File: src/exu_cfg.svh
`ifndef EXU_CFG_SVH
`define EXU_CFG_SVH

// datapath width, one machine word
`define EXU_XLEN 32

// register index width, 32 architectural registers
`define EXU_NREG_LOG2 5

// data memory word address bits, 256 words
`define EXU_DMEM_AW 8

// first pc after reset
`define EXU_RESET_PC 32'h8000_0000

`endif

File: src/exu_pkg.sv
`default_nettype none

`include "exu_cfg.svh"

package exu_pkg;

    // ----------------------------------------------------------------------
    // basic widths
    // ----------------------------------------------------------------------
    typedef logic [`EXU_XLEN-1:0] word_t;
    typedef logic [`EXU_NREG_LOG2-1:0] reg_idx_t;
    // one enable bit per byte lane
    typedef logic [`EXU_XLEN/8-1:0] wmask_t;

    // ----------------------------------------------------------------------
    // decoded control fields
    // ----------------------------------------------------------------------
    // compares leave 0 or 1 in bit 0
    typedef enum logic [3:0] {
        alu_add, alu_sub, alu_sll, alu_slt,
        alu_sltu, alu_xor, alu_srl, alu_sra,
        alu_or, alu_and, alu_eq, alu_ne,
        alu_lt, alu_ge, alu_ltu, alu_geu
    } alu_op_e;

    // operand pair into the alu
    typedef enum logic [1:0] {
        src_imm_zero, src_pc_imm, src_rs1_rs2, src_rs1_imm
    } src_sel_e;

    // next pc rule
    typedef enum logic [2:0] {
        pc_seq, pc_branch, pc_jal, pc_jalr, pc_mret
    } pc_sel_e;

    typedef enum logic [1:0] {
        mem_none, mem_byte, mem_half, mem_word
    } mem_size_e;

    // one decoded instruction per cycle
    typedef struct packed {
        alu_op_e   alu_op;
        src_sel_e  src_sel;
        pc_sel_e   pc_sel;
        mem_size_e mem_size;
        logic      mem_write;
        logic      mem_signed;
        logic      link;
        logic      ebreak;
        reg_idx_t  rd;
        reg_idx_t  rs1;
        reg_idx_t  rs2;
        word_t     imm;
        logic      rd_we;
    } exu_op_t;

    // retire record, one cycle after accept
    typedef struct packed {
        logic     valid;
        word_t    pc;
        word_t    next_pc;
        reg_idx_t rd;
        logic     rd_we;
        word_t    rd_data;
        word_t    csr_wdata;
    } retire_t;

endpackage

`default_nettype wire

File: src/reg_file.sv
`timescale 1ns/1ps
`default_nettype none

`include "exu_cfg.svh"

module reg_file (
    input  logic                clk,
    input  logic                we,
    input  exu_pkg::reg_idx_t   waddr,
    input  exu_pkg::word_t      wdata,
    input  exu_pkg::reg_idx_t   raddr1,
    input  exu_pkg::reg_idx_t   raddr2,
    output exu_pkg::word_t      rdata1,
    output exu_pkg::word_t      rdata2
);
    import exu_pkg::*;

    localparam int NREG = 1 << `EXU_NREG_LOG2;

    word_t regs [NREG];

    // x0 writes dropped
    always_ff @(posedge clk) begin
        if (we && (waddr != '0)) begin
            regs[waddr] <= wdata;
        end
    end

    // x0 reads as zero
    assign rdata1 = (raddr1 == '0) ? '0 : regs[raddr1];
    assign rdata2 = (raddr2 == '0) ? '0 : regs[raddr2];

endmodule

`default_nettype wire

File: config.mk
export PLATFORM = sky130hd
export DESIGN_NAME = reg_file
export DESIGN_NICKNAME = d
export VERILOG_FILES = /design/src/exu_pkg.sv /design/src/reg_file.sv
export VERILOG_INCLUDE_DIRS = /design/src
export SDC_FILE = /design/constraint.sdc
export NUM_CORES = 1
export LEC_CHECK = 0
export BUFFER_PORTS_ARGS = -buffer_cell sky130_fd_sc_hd__buf_2
export CORE_MARGIN = 2
export CORE_UTILIZATION = 35
export DETAILED_ROUTE_END_ITERATION = 8
export PLACE_DENSITY = 0.5
export SYNTH_ARGS = -nofsm -noshare
export SYNTH_HDL_FRONTEND = slang
export SYNTH_SLANG_ARGS = --single-unit
File: constraint.sdc
create_clock -name clk -period 5.45 [get_ports clk]
set_input_delay 1.09 -clock clk [delete_from_list [all_inputs] [get_ports clk]]
set_output_delay 1.09 -clock clk [all_outputs]
set_load 0.02 [all_outputs]
Yosys cells after proc, flatten, opt, wreduce, memory -nomap -nowiden
Memory sizes are Yosys's and may differ from the RTL's.
Cells that the tools add are included.

storage, ports and cells
  flip-flop bits (word level) = 0
  RAM bits = 1024
  bits of input ports = 49
  output and inout port bits = 64
  word-level logic and storage cells = 9
  memories kept = 1

cells by class
  mux-type cells = 4
  reductions and logical operators = 4

memory list
  memory  depth  bits a word  rd ports  clocked after Yosys merged registers in  wr ports  RTL line        text
  regs    32     32           2         0                                        1         reg_file.sv:20  word_t regs [NREG];

operators by type and width
  kind                number
  2-to-1 mux 32 bit   2
  logical NOT 5 bit   2
  nonzero test 5 bit  1
  2-to-1 mux 1 bit    2
  logical AND 1 bit   1

Longest topological paths before layout
Gate-level depths: netlist of run 1.

  word-level depth = 4
  mapped depth = 8
  depth with buffers taken out = 4

Worst setup path before layout of run 1
OpenSTA, ideal clock, no wires.

  path kind = input -> output
  start = input port raddr1[0]
  end = output port rdata1[11]
  data arrival time = 2.754 ns
  data required time = 4.360 ns
  setup slack = 1.606 ns
  stages = 7
  path buffers = 4
  cells stage by stage = buf_2 > inv_1 > buf_2 > buf_2 > clkbuf_1 > o2111ai_1 > a311oi_1

between the ends
  word-level cells in the longest chain between the ends = 2

RTL lines
  what                                                                   RTL line        text
  from (decl)                                                            reg_file.sv:11  input exu_pkg::reg_idx_t raddr1,
  memory read (32 x 32 bit) / logical NOT 5 bit (equally long branches)  n/a
  2-to-1 mux 32 bit (*)                                                  reg_file.sv:30  assign rdata1 = (raddr1 == '0) ? '0 : regs[raddr1];
  to (decl)                                                              reg_file.sv:13  output exu_pkg::word_t rdata1,

Mark *: on every way between the ends. The rest lies on a longest branch, timed or not.

Worst setup path after layout of run 1
  start = input port raddr2[2]
  end = output port rdata2[8]

between the ends
  word-level cells in the longest chain between the ends = 2

RTL lines
  what                                                                   RTL line        text
  from (decl)                                                            reg_file.sv:12  input exu_pkg::reg_idx_t raddr2,
  memory read (32 x 32 bit) / logical NOT 5 bit (equally long branches)  n/a
  2-to-1 mux 32 bit (*)                                                  reg_file.sv:31  assign rdata2 = (raddr2 == '0) ? '0 : regs[raddr2];
  to (decl)                                                              reg_file.sv:14  output exu_pkg::word_t rdata2

Marks and branches as above.

==> summary.txt, run 1 <==
Outcome
  • Outcome: complete, no violations

Synthesis
  • Post-synth ARST share: 0%
  • Synth area leader: edfxtp_1
  • Synth Register Bits: 1024
  • Synth cell types: 38
  • Post-synthesis sequential area ratio: 64.2%
  • Yosys warnings: 0
  • Synthesized area: 47900 µm²
  • Number of flops mapped to enable cells by yosys: 1024
  • Synth Area per Inst: 18.7 µm²
  • Synth area leaders: edfxtp_1 64%, mux4_2 14%, mux2i_1 6.7%, mux4_1 3.0%, mux2_2 1.5%
  • Synth top area share: 64.2%
  • Synth Flop Type: edfxtp_1
  • Post-Synthesis Cells: 2564

Floorplanning
  • Die Area: 140000 µm²
  • Std cell rows: 135
  • Core Box Area: 136000 µm²
  • Die Span X: 374 µm
  • Die H: 374 µm
  • I/O pin total: 113
  • Initial Util: 35.3%

Pwr
  • Leak: 17.9 nW
  • Pwr per Cell Area: 326 nW/µm²
  • Peak supply drop: 251 µV

Clocking
  • Hold_buf cts: 0
  • CTS clk-pin slew, worst paths: 0.06 ns
  • CTS root buffer: clkbuf_16
  • CTS sink count: 1024
  • Clk buf depth: 3
  • CTS resizes: 0
  • CTS tree: built
  • Setup Buffers After CTS: 0
  • Num CTS Buffers: 109
  • H-tree depth: 3

STA
  • Setup Total Neg Slack: 0 ns
  • Fin. max-slew vios: 0
  • Final hold vios: 0
  • Tightest Pin Transition: 1.08 ns
  • Highest Clock Rate: 207 MHz
  • Hold_ws: 0.866 ns
  • Period utilization: 88.5%
  • Tmin final: 4.82 ns
  • Final setup fails: 0
  • Normalized max-slew margin: 28.1%
  • RSZ-0062 raised after global routing: no

Routing
  • # DRC: 0
  • Routed length per instance: 35.7 µm
  • Wirelength, routed: 164000 µm
  • Iteration count of the initial detailed-routing pass: 5
  • Vias/cell: 6.23
  • Final ANT Viol Nets: 0
  • Via count: 28700
  • DR iter-0 viols: 3264

Finish
  • Biggest regs: regs: 1024 flops
  • Synth-to-layout area growth: 14.5%
  • Commonest non-fill, non-tap cell in the layout: edfxtp_1
  • Largest register FFs: 1024
  • Largest register by flop count: regs
  • Share of cells above drive strength 1: 29.5%
  • Layout Cells excl Fill: 4605
  • Nets: 2780
  • Most frequent cells in the layout: 1024 x edfxtp_1, 320 x mux2i_1, 298 x mux4_2, 110 x clkbuf_16, 105 x buf_2
  • Final core utilization: 40.5%

Global routing
  • Grt total ovfl: 0
  • Vias in the first global route: 29500
  • Initial antenna violation count: 8
  • Largest net degree at the start of global routing: 124
  • All-layer global routing usage: 23.1%
  • First-pass GRT wire length: 229000 µm

Worst setup path
  • Startpoint types: input port
  • Slowest cell on crit path: buf_12
  • CP Max Fanout: 123
  • Critical path class: in2out
  • CP Cell Sequence: buf_8 > buf_12 > mux4_1 > mux2_2 > a221oi_1 > a211oi_1 > buf_2
  • CP peak stage delay: 0.64 ns
  • Critical Path RT: 4.36 ns
  • Worst Path Arrival: 3.73 ns
  • Crit. End Element: output port
  • Crit path from: raddr2[2]

Flow run
  • Total of max-cap violations: 0

Place
  • Port Buf Inserts: 112
  • Hpwl dp: 94600 µm
  • Post-Place Cells: 4401
  • Final RePlAce weighted congestion: 0.782

Worst hold path
  • Hold Path Stages: 1
  • Worst min-delay path category: in2reg
  • Hold Path Origin: wdata[28]
-- per-stage QoR --
step | setup slack, ns | power, mW | cell area, µm²
after detailed placement | 0.605 | 10.7 | 51300
final | 0.629 | 17.9 | 54900
after floorplan | 1.61 | 9.96 | 48000
after CTS | 0.600 | 18.0 | 54900
after global routing | 0.594 | 18.4 | 54900
after global placement | 0.655 | 10.6 | 51300
-- power breakdown --
group | total [mW] | internal [mW] | leakage (nW) | switching, mW
Combinational | 1.66 | 0.617 | 6.92 | 1.04
Sequential | 8.84 | 8.79 | 9.25 | 0.0500
Clock | 7.39 | 4.30 | 1.71 | 3.09
-- path summary, 6_finish.rpt --
| kind | to | slack [ns] |
|---|---|---|
| max | rdata2[8] | 0.63 |
| min | regs[6][28] | 0.87 |
-- routing by layer --
metal  global-route usage [%]  vias up  wire (µm)  part of all wire, %
li1                         -    11400          -                    -
met1                     31.2    15600      68500                   42
met2                     38.2     1446      79500                   48
met3                     3.94      237      12000                  7.3
met4                     7.11        2       4370                  2.7
met5                        0        -         13               0.0079
-- area by class of cell --
class                           instances  area (µm²)
Clock inverter                         69         691
Fill cell                           12100       80800
Multi-Input combinational cell       1353       16400
Tap cell                             1781        2230
Timing Repair Buffer                  241        1930
Clock buffer                          133        2840
Antenna cell                            2        5.00
Inverter                                2        8.76
Sequential cell                      1024       30700
-- critical path, delay by kind of cell --
family                 cells  cell delay, ns
AO/OA/AOI/OAI              2            0.68
multiplexers               2            0.70
buffers and inverters      3            1.08
-- synth_stat cells (4+ instances only) --
cell / n
mux2_2: 64
o21ai_0: 51
nand3b_1: 6
mux4_1: 54
edfxtp_1: 1024
a211oi_1: 64
a221oi_1: 36
mux4_2: 298
o221ai_1: 64
o21ai_1: 4
buf_4: 51
buf_2: 51
mux2i_1: 320
a311oi_1: 32
buf_6: 12
clkbuf_1: 98
nand4_1: 32
a21oi_1: 32
nor2_1: 36
o2111ai_1: 9
nand2_1: 83
nor2b_1: 37
a22oi_1: 64
a221oi_2: 19
-- cells by family after synthesis --
kind of cell           share of synthesized area [%]
AND/OR/NAND/NOR                                 2.17
flip-flops                                      64.2
buffers and inverters                           2.44
other                                        0.00782
AO/OA/AOI/OAI                                   6.09
multiplexers                                    25.1
No activity file was read; power rests on OpenSTA's default activity.
==> run 2: changes to the inputs <==
- ABC_AREA: unset -> 1
- CELL_PAD_IN_SITES_DETAIL_PLACEMENT: unset -> 0
- CELL_PAD_IN_SITES_GLOBAL_PLACEMENT: unset -> 1
- CORE_MARGIN: 2 -> unset
- PLACE_DENSITY: 0.5 -> 0.61
==> summary.txt, run 2 <==
Outcome
  • Outcome: complete, no violations (unchanged)

Synthesis
  • Number of flops mapped to enable cells by yosys: 1024 (unchanged)
  • Synth Area per Inst: 8.65 µm² (was 18.7 µm²)
  • Synth cell types: 23 (was 38)
  • Mux contribution to synthesized area: 0% (was 25.1%)
  • Synth area leader: edfxtp_1 (unchanged)
  • Yosys warnings: 0 (unchanged)
  • Post-synthesis adder-cell area fraction: 0% (unchanged)
  • Synth Area in XOR/XNOR: 0% (unchanged)
  • Synth Area in Simple Gates: 29.6% (was 2.17%)
  • Synth Area in Compound Gates: 6.16% (was 6.09%)
  • Synth Flop Type: edfxtp_1 (unchanged)
  • Synth top area share: 59.5% (was 64.2%)
  • Post-synthesis sequential area ratio: 59.5% (was 64.2%)
  • Synth area leaders: edfxtp_1 59%, nand2_1 15%, nand3_1 8.9%, nor2_1 5.3%, o21ai_0 3.5% (was edfxtp_1 64%, mux4_2 14%, mux2i_1 6.7%, mux4_1 3.0%, mux2_2 1.5%)
  • Largest family of logic cells by synthesized area: simple AND/OR/NAND/NOR gates (was multiplexers)
  • Top post-synthesis cells by count: 2119 x nand2_1, 1024 x edfxtp_1, 914 x nand3_1, 723 x nor2_1, 365 x o21ai_0 (was 1024 x edfxtp_1, 320 x mux2i_1, 298 x mux4_2, 98 x clkbuf_1, 83 x nand2_1)
  • Post-synth ARST share: 0% (unchanged)
  • Synth Register Bits: 1024 (unchanged)
  • Post-Synthesis Cells: 5972 (was 2564)
  • Synthesized area: 51700 µm² (was 47900 µm²)
  • Most frequent cell after synthesis: nand2_1 (was edfxtp_1)

STA
  • Setup Total Neg Slack: 0 ns (unchanged)
  • Final setup fails: 0 (unchanged)
  • Normalized max-slew margin: 24.9% (was 28.1%)
  • Period utilization: 93.1% (was 88.5%)
  • RSZ-0062 raised after global routing: no (unchanged)
  • Final worst slack: 0.378 ns (was 0.629 ns)
  • Fin. max-slew vios: 0 (unchanged)
  • Tmin final: 5.07 ns (was 4.82 ns)
  • Final hold vios: 0 (unchanged)
  • Highest Clock Rate: 197 MHz (was 207 MHz)
  • Tightest Pin Transition: 1.12 ns (was 1.08 ns)
  • Hold_ws: 0.835 ns (was 0.866 ns)

Place
  • Final RePlAce weighted congestion: 0.817 (was 0.782)
  • Hpwl dp: 118000 µm (was 94600 µm)
  • Place WS: 0.459 ns (was 0.605 ns)
  • Post-Place Cells: 7776 (was 4401)
  • Port Buf Inserts: 112 (unchanged)

Clocking
  • H-tree depth: 3 (unchanged)
  • CTS clk-pin slew, worst paths: 0.05 ns (was 0.06 ns)
  • Hold_buf cts: 0 (unchanged)
  • Num CTS Buffers: 121 (was 109)
  • Setup Buffers After CTS: 0 (unchanged)
  • CTS root buffer: clkbuf_16 (unchanged)
  • CTS resizes: 0 (unchanged)
  • CTS tree: built (unchanged)
  • Clk buf depth: 3 (unchanged)
  • CTS sink count: 1024 (unchanged)

Worst setup path
  • Cell mode on critical path: nor2_1
  • CP peak stage delay: 0.76 ns (was 0.64 ns)
  • Bufs and invs on worst path: 4 (was 3)
  • CP Max Fanout: 74 (was 123)
  • Crit. End Element: output port (unchanged)
  • Critical path depth: 12 (was 7)
  • CP Cell Sequence: buf_8 > buf_4 > nor2_1 > nor2_1 > o21ai_0 > nand3_1 > nand3_1 > nand2_1 > nand2_1 > nor2_1 > buf_4 > buf_2 (was buf_8 > buf_12 > mux4_1 > mux2_2 > a221oi_1 > a211oi_1 > buf_2)
  • CP top delay family: buffers and inverters (unchanged)
  • Critical Path RT: 4.36 ns (about the same)
  • Slowest cell on crit path: buf_4 (was buf_12)
  • Critical path class: in2out (unchanged)
  • Worst Path Arrival: 3.98 ns (was 3.73 ns)
  • Startpoint types: input port (unchanged)
  • Crit path from: raddr2[0] (was raddr2[2])
  • Crit path capture: rdata2[12] (was rdata2[8])

Flow run
  • Total of max-cap violations: 0 (unchanged)

Finish
  • Layout Cells excl Fill: 7993 (was 4605)
  • Synth-to-layout area growth: 13.9% (was 14.5%)
  • Commonest non-fill, non-tap cell in the layout: nand2_1 (was edfxtp_1)
  • Fillers: 14500 (was 12100)
  • Share of cells above drive strength 1: 7.98% (was 29.5%)
  • Antenna diodes: 0 (was 2)
  • Nets: 6031 (was 2780)
  • Most frequent cells in the layout: 2118 x nand2_1, 1024 x edfxtp_1, 913 x nand3_1, 690 x nor2_1, 365 x o21ai_0 (was 1024 x edfxtp_1, 320 x mux2i_1, 298 x mux4_2, 110 x clkbuf_16, 105 x buf_2)
  • Largest register FFs: 1024 (unchanged)
  • Biggest regs: regs: 1024 flops (unchanged)
  • Largest register by flop count: regs (unchanged)

Routing
  • Final ANT Viol Nets: 0 (unchanged)
  • Wirelength, routed: 218000 µm (was 164000 µm)
  • Iteration count of the initial detailed-routing pass: 8 (was 5)
  • Vias/cell: 5.56 (was 6.23)
  • # DRC: 0 (unchanged)
  • DR iter-0 viols: 5198 (was 3264)
  • Via count: 44400 (was 28700)
  • Routed length per instance: 27.3 µm (was 35.7 µm)

Floorplanning
  • Die H: 386 µm (was 374 µm)
  • Die Span X: 386 µm (was 374 µm)
  • Initial Util: 35.4% (was 35.3%)
  • I/O pin total: 113 (unchanged)
  • Std cell rows: 140 (was 135)
  • Die Area: 149000 µm² (was 140000 µm²)
  • Core Box Area: 146000 µm² (was 136000 µm²)

Pwr
  • Total Power: 19.0 mW (was 17.9 mW)
  • Leak: 22.9 nW (was 17.9 nW)
  • Peak supply drop: 283 µV (was 251 µV)
  • Pwr per Cell Area: 322 nW/µm² (was 326 nW/µm²)

Global routing
  • Largest net degree at the start of global routing: 119 (was 124)
  • Grt total ovfl: 0 (unchanged)
  • Vias in the first global route: 42200 (was 29500)
  • All-layer global routing usage: 28.9% (was 23.1%)
  • Initial antenna violation count: 12 (was 8)
  • First-pass GRT wire length: 310000 µm (was 229000 µm)

Worst hold path
  • Worst min-delay path category: in2reg (unchanged)
[run 2: cell count changes after synthesis, moves of 126 or more]
cell	change
mux4_2	-298
a21oi_1	+137
nand2_1	+2036
nand3_1	+912
inv_1	+126
nor2_1	+687
mux2i_1	-320
o21ai_0	+314
[run 2: report_power, final]
group / switching [mW] / total [mW] / internal (mW)
logic: 1.62 / 2.17 / 0.552
clock network: 3.46 / 7.98 / 4.52
registers: 0.0461 / 8.83 / 8.79
total: 5.12 / 19.0 / 13.9
[run 2: worst min-delay path by stage]
stage               startpoint      endpoint  slack (ns)  depth (start not counted)
finish               wdata[10]   regs[1][10]        0.83                          1
global route         wdata[10]   regs[1][10]        0.85                          1
CTS                  wdata[16]  regs[18][16]        0.79                          1
detailed placement   wdata[16]   regs[9][16]        1.63                          1
global placement     wdata[20]   regs[0][20]        1.63                          1
floorplan             wdata[0]    regs[0][0]        1.19                          0
[run 2: logic make-up after synthesis]
logic type / count (synthesis)
simple gates: 3767
flops: 1024
compound gates: 622
buf+inv: 558
other cells: 1
[run 2: stage by stage]
stage	utilization [%]	area (µm²)
2_1_floorplan	-	51800
3_3_place_gp	37.7	55100
3_5_place_dp	37.7	55100
4_1_cts	40.3	58900
5_1_grt	40.3	58900
6_report	40.3	58900
[run 2: routing by layer]
| layer | GRT usage (%) | wire length, µm | vias to the layer above | part of all wire, % |
|---|---|---|---|---|
| li1 | - | - | 20200 | - |
| met4 | 9.29 | 6520 | 6 | 3.0 |
| met1 | 40.3 | 94900 | 22000 | 44 |
| met3 | 3.49 | 15600 | 333 | 7.2 |
| met5 | 0 | 38 | - | 0.017 |
| met2 | 46.5 | 101000 | 1949 | 46 |
[run 2: cell type report]
type	instances	area (µm²)	area share, %
Clock buffer	150	3140	5.33
Sequential cell	1024	30700	52.2
Timing Repair Buffer	282	2520	4.27
Multi-Input combinational cell	4421	18900	32.1
Tap cell	1917	2400	4.07
Clock inverter	67	646	1.10
Inverter	132	547	0.929
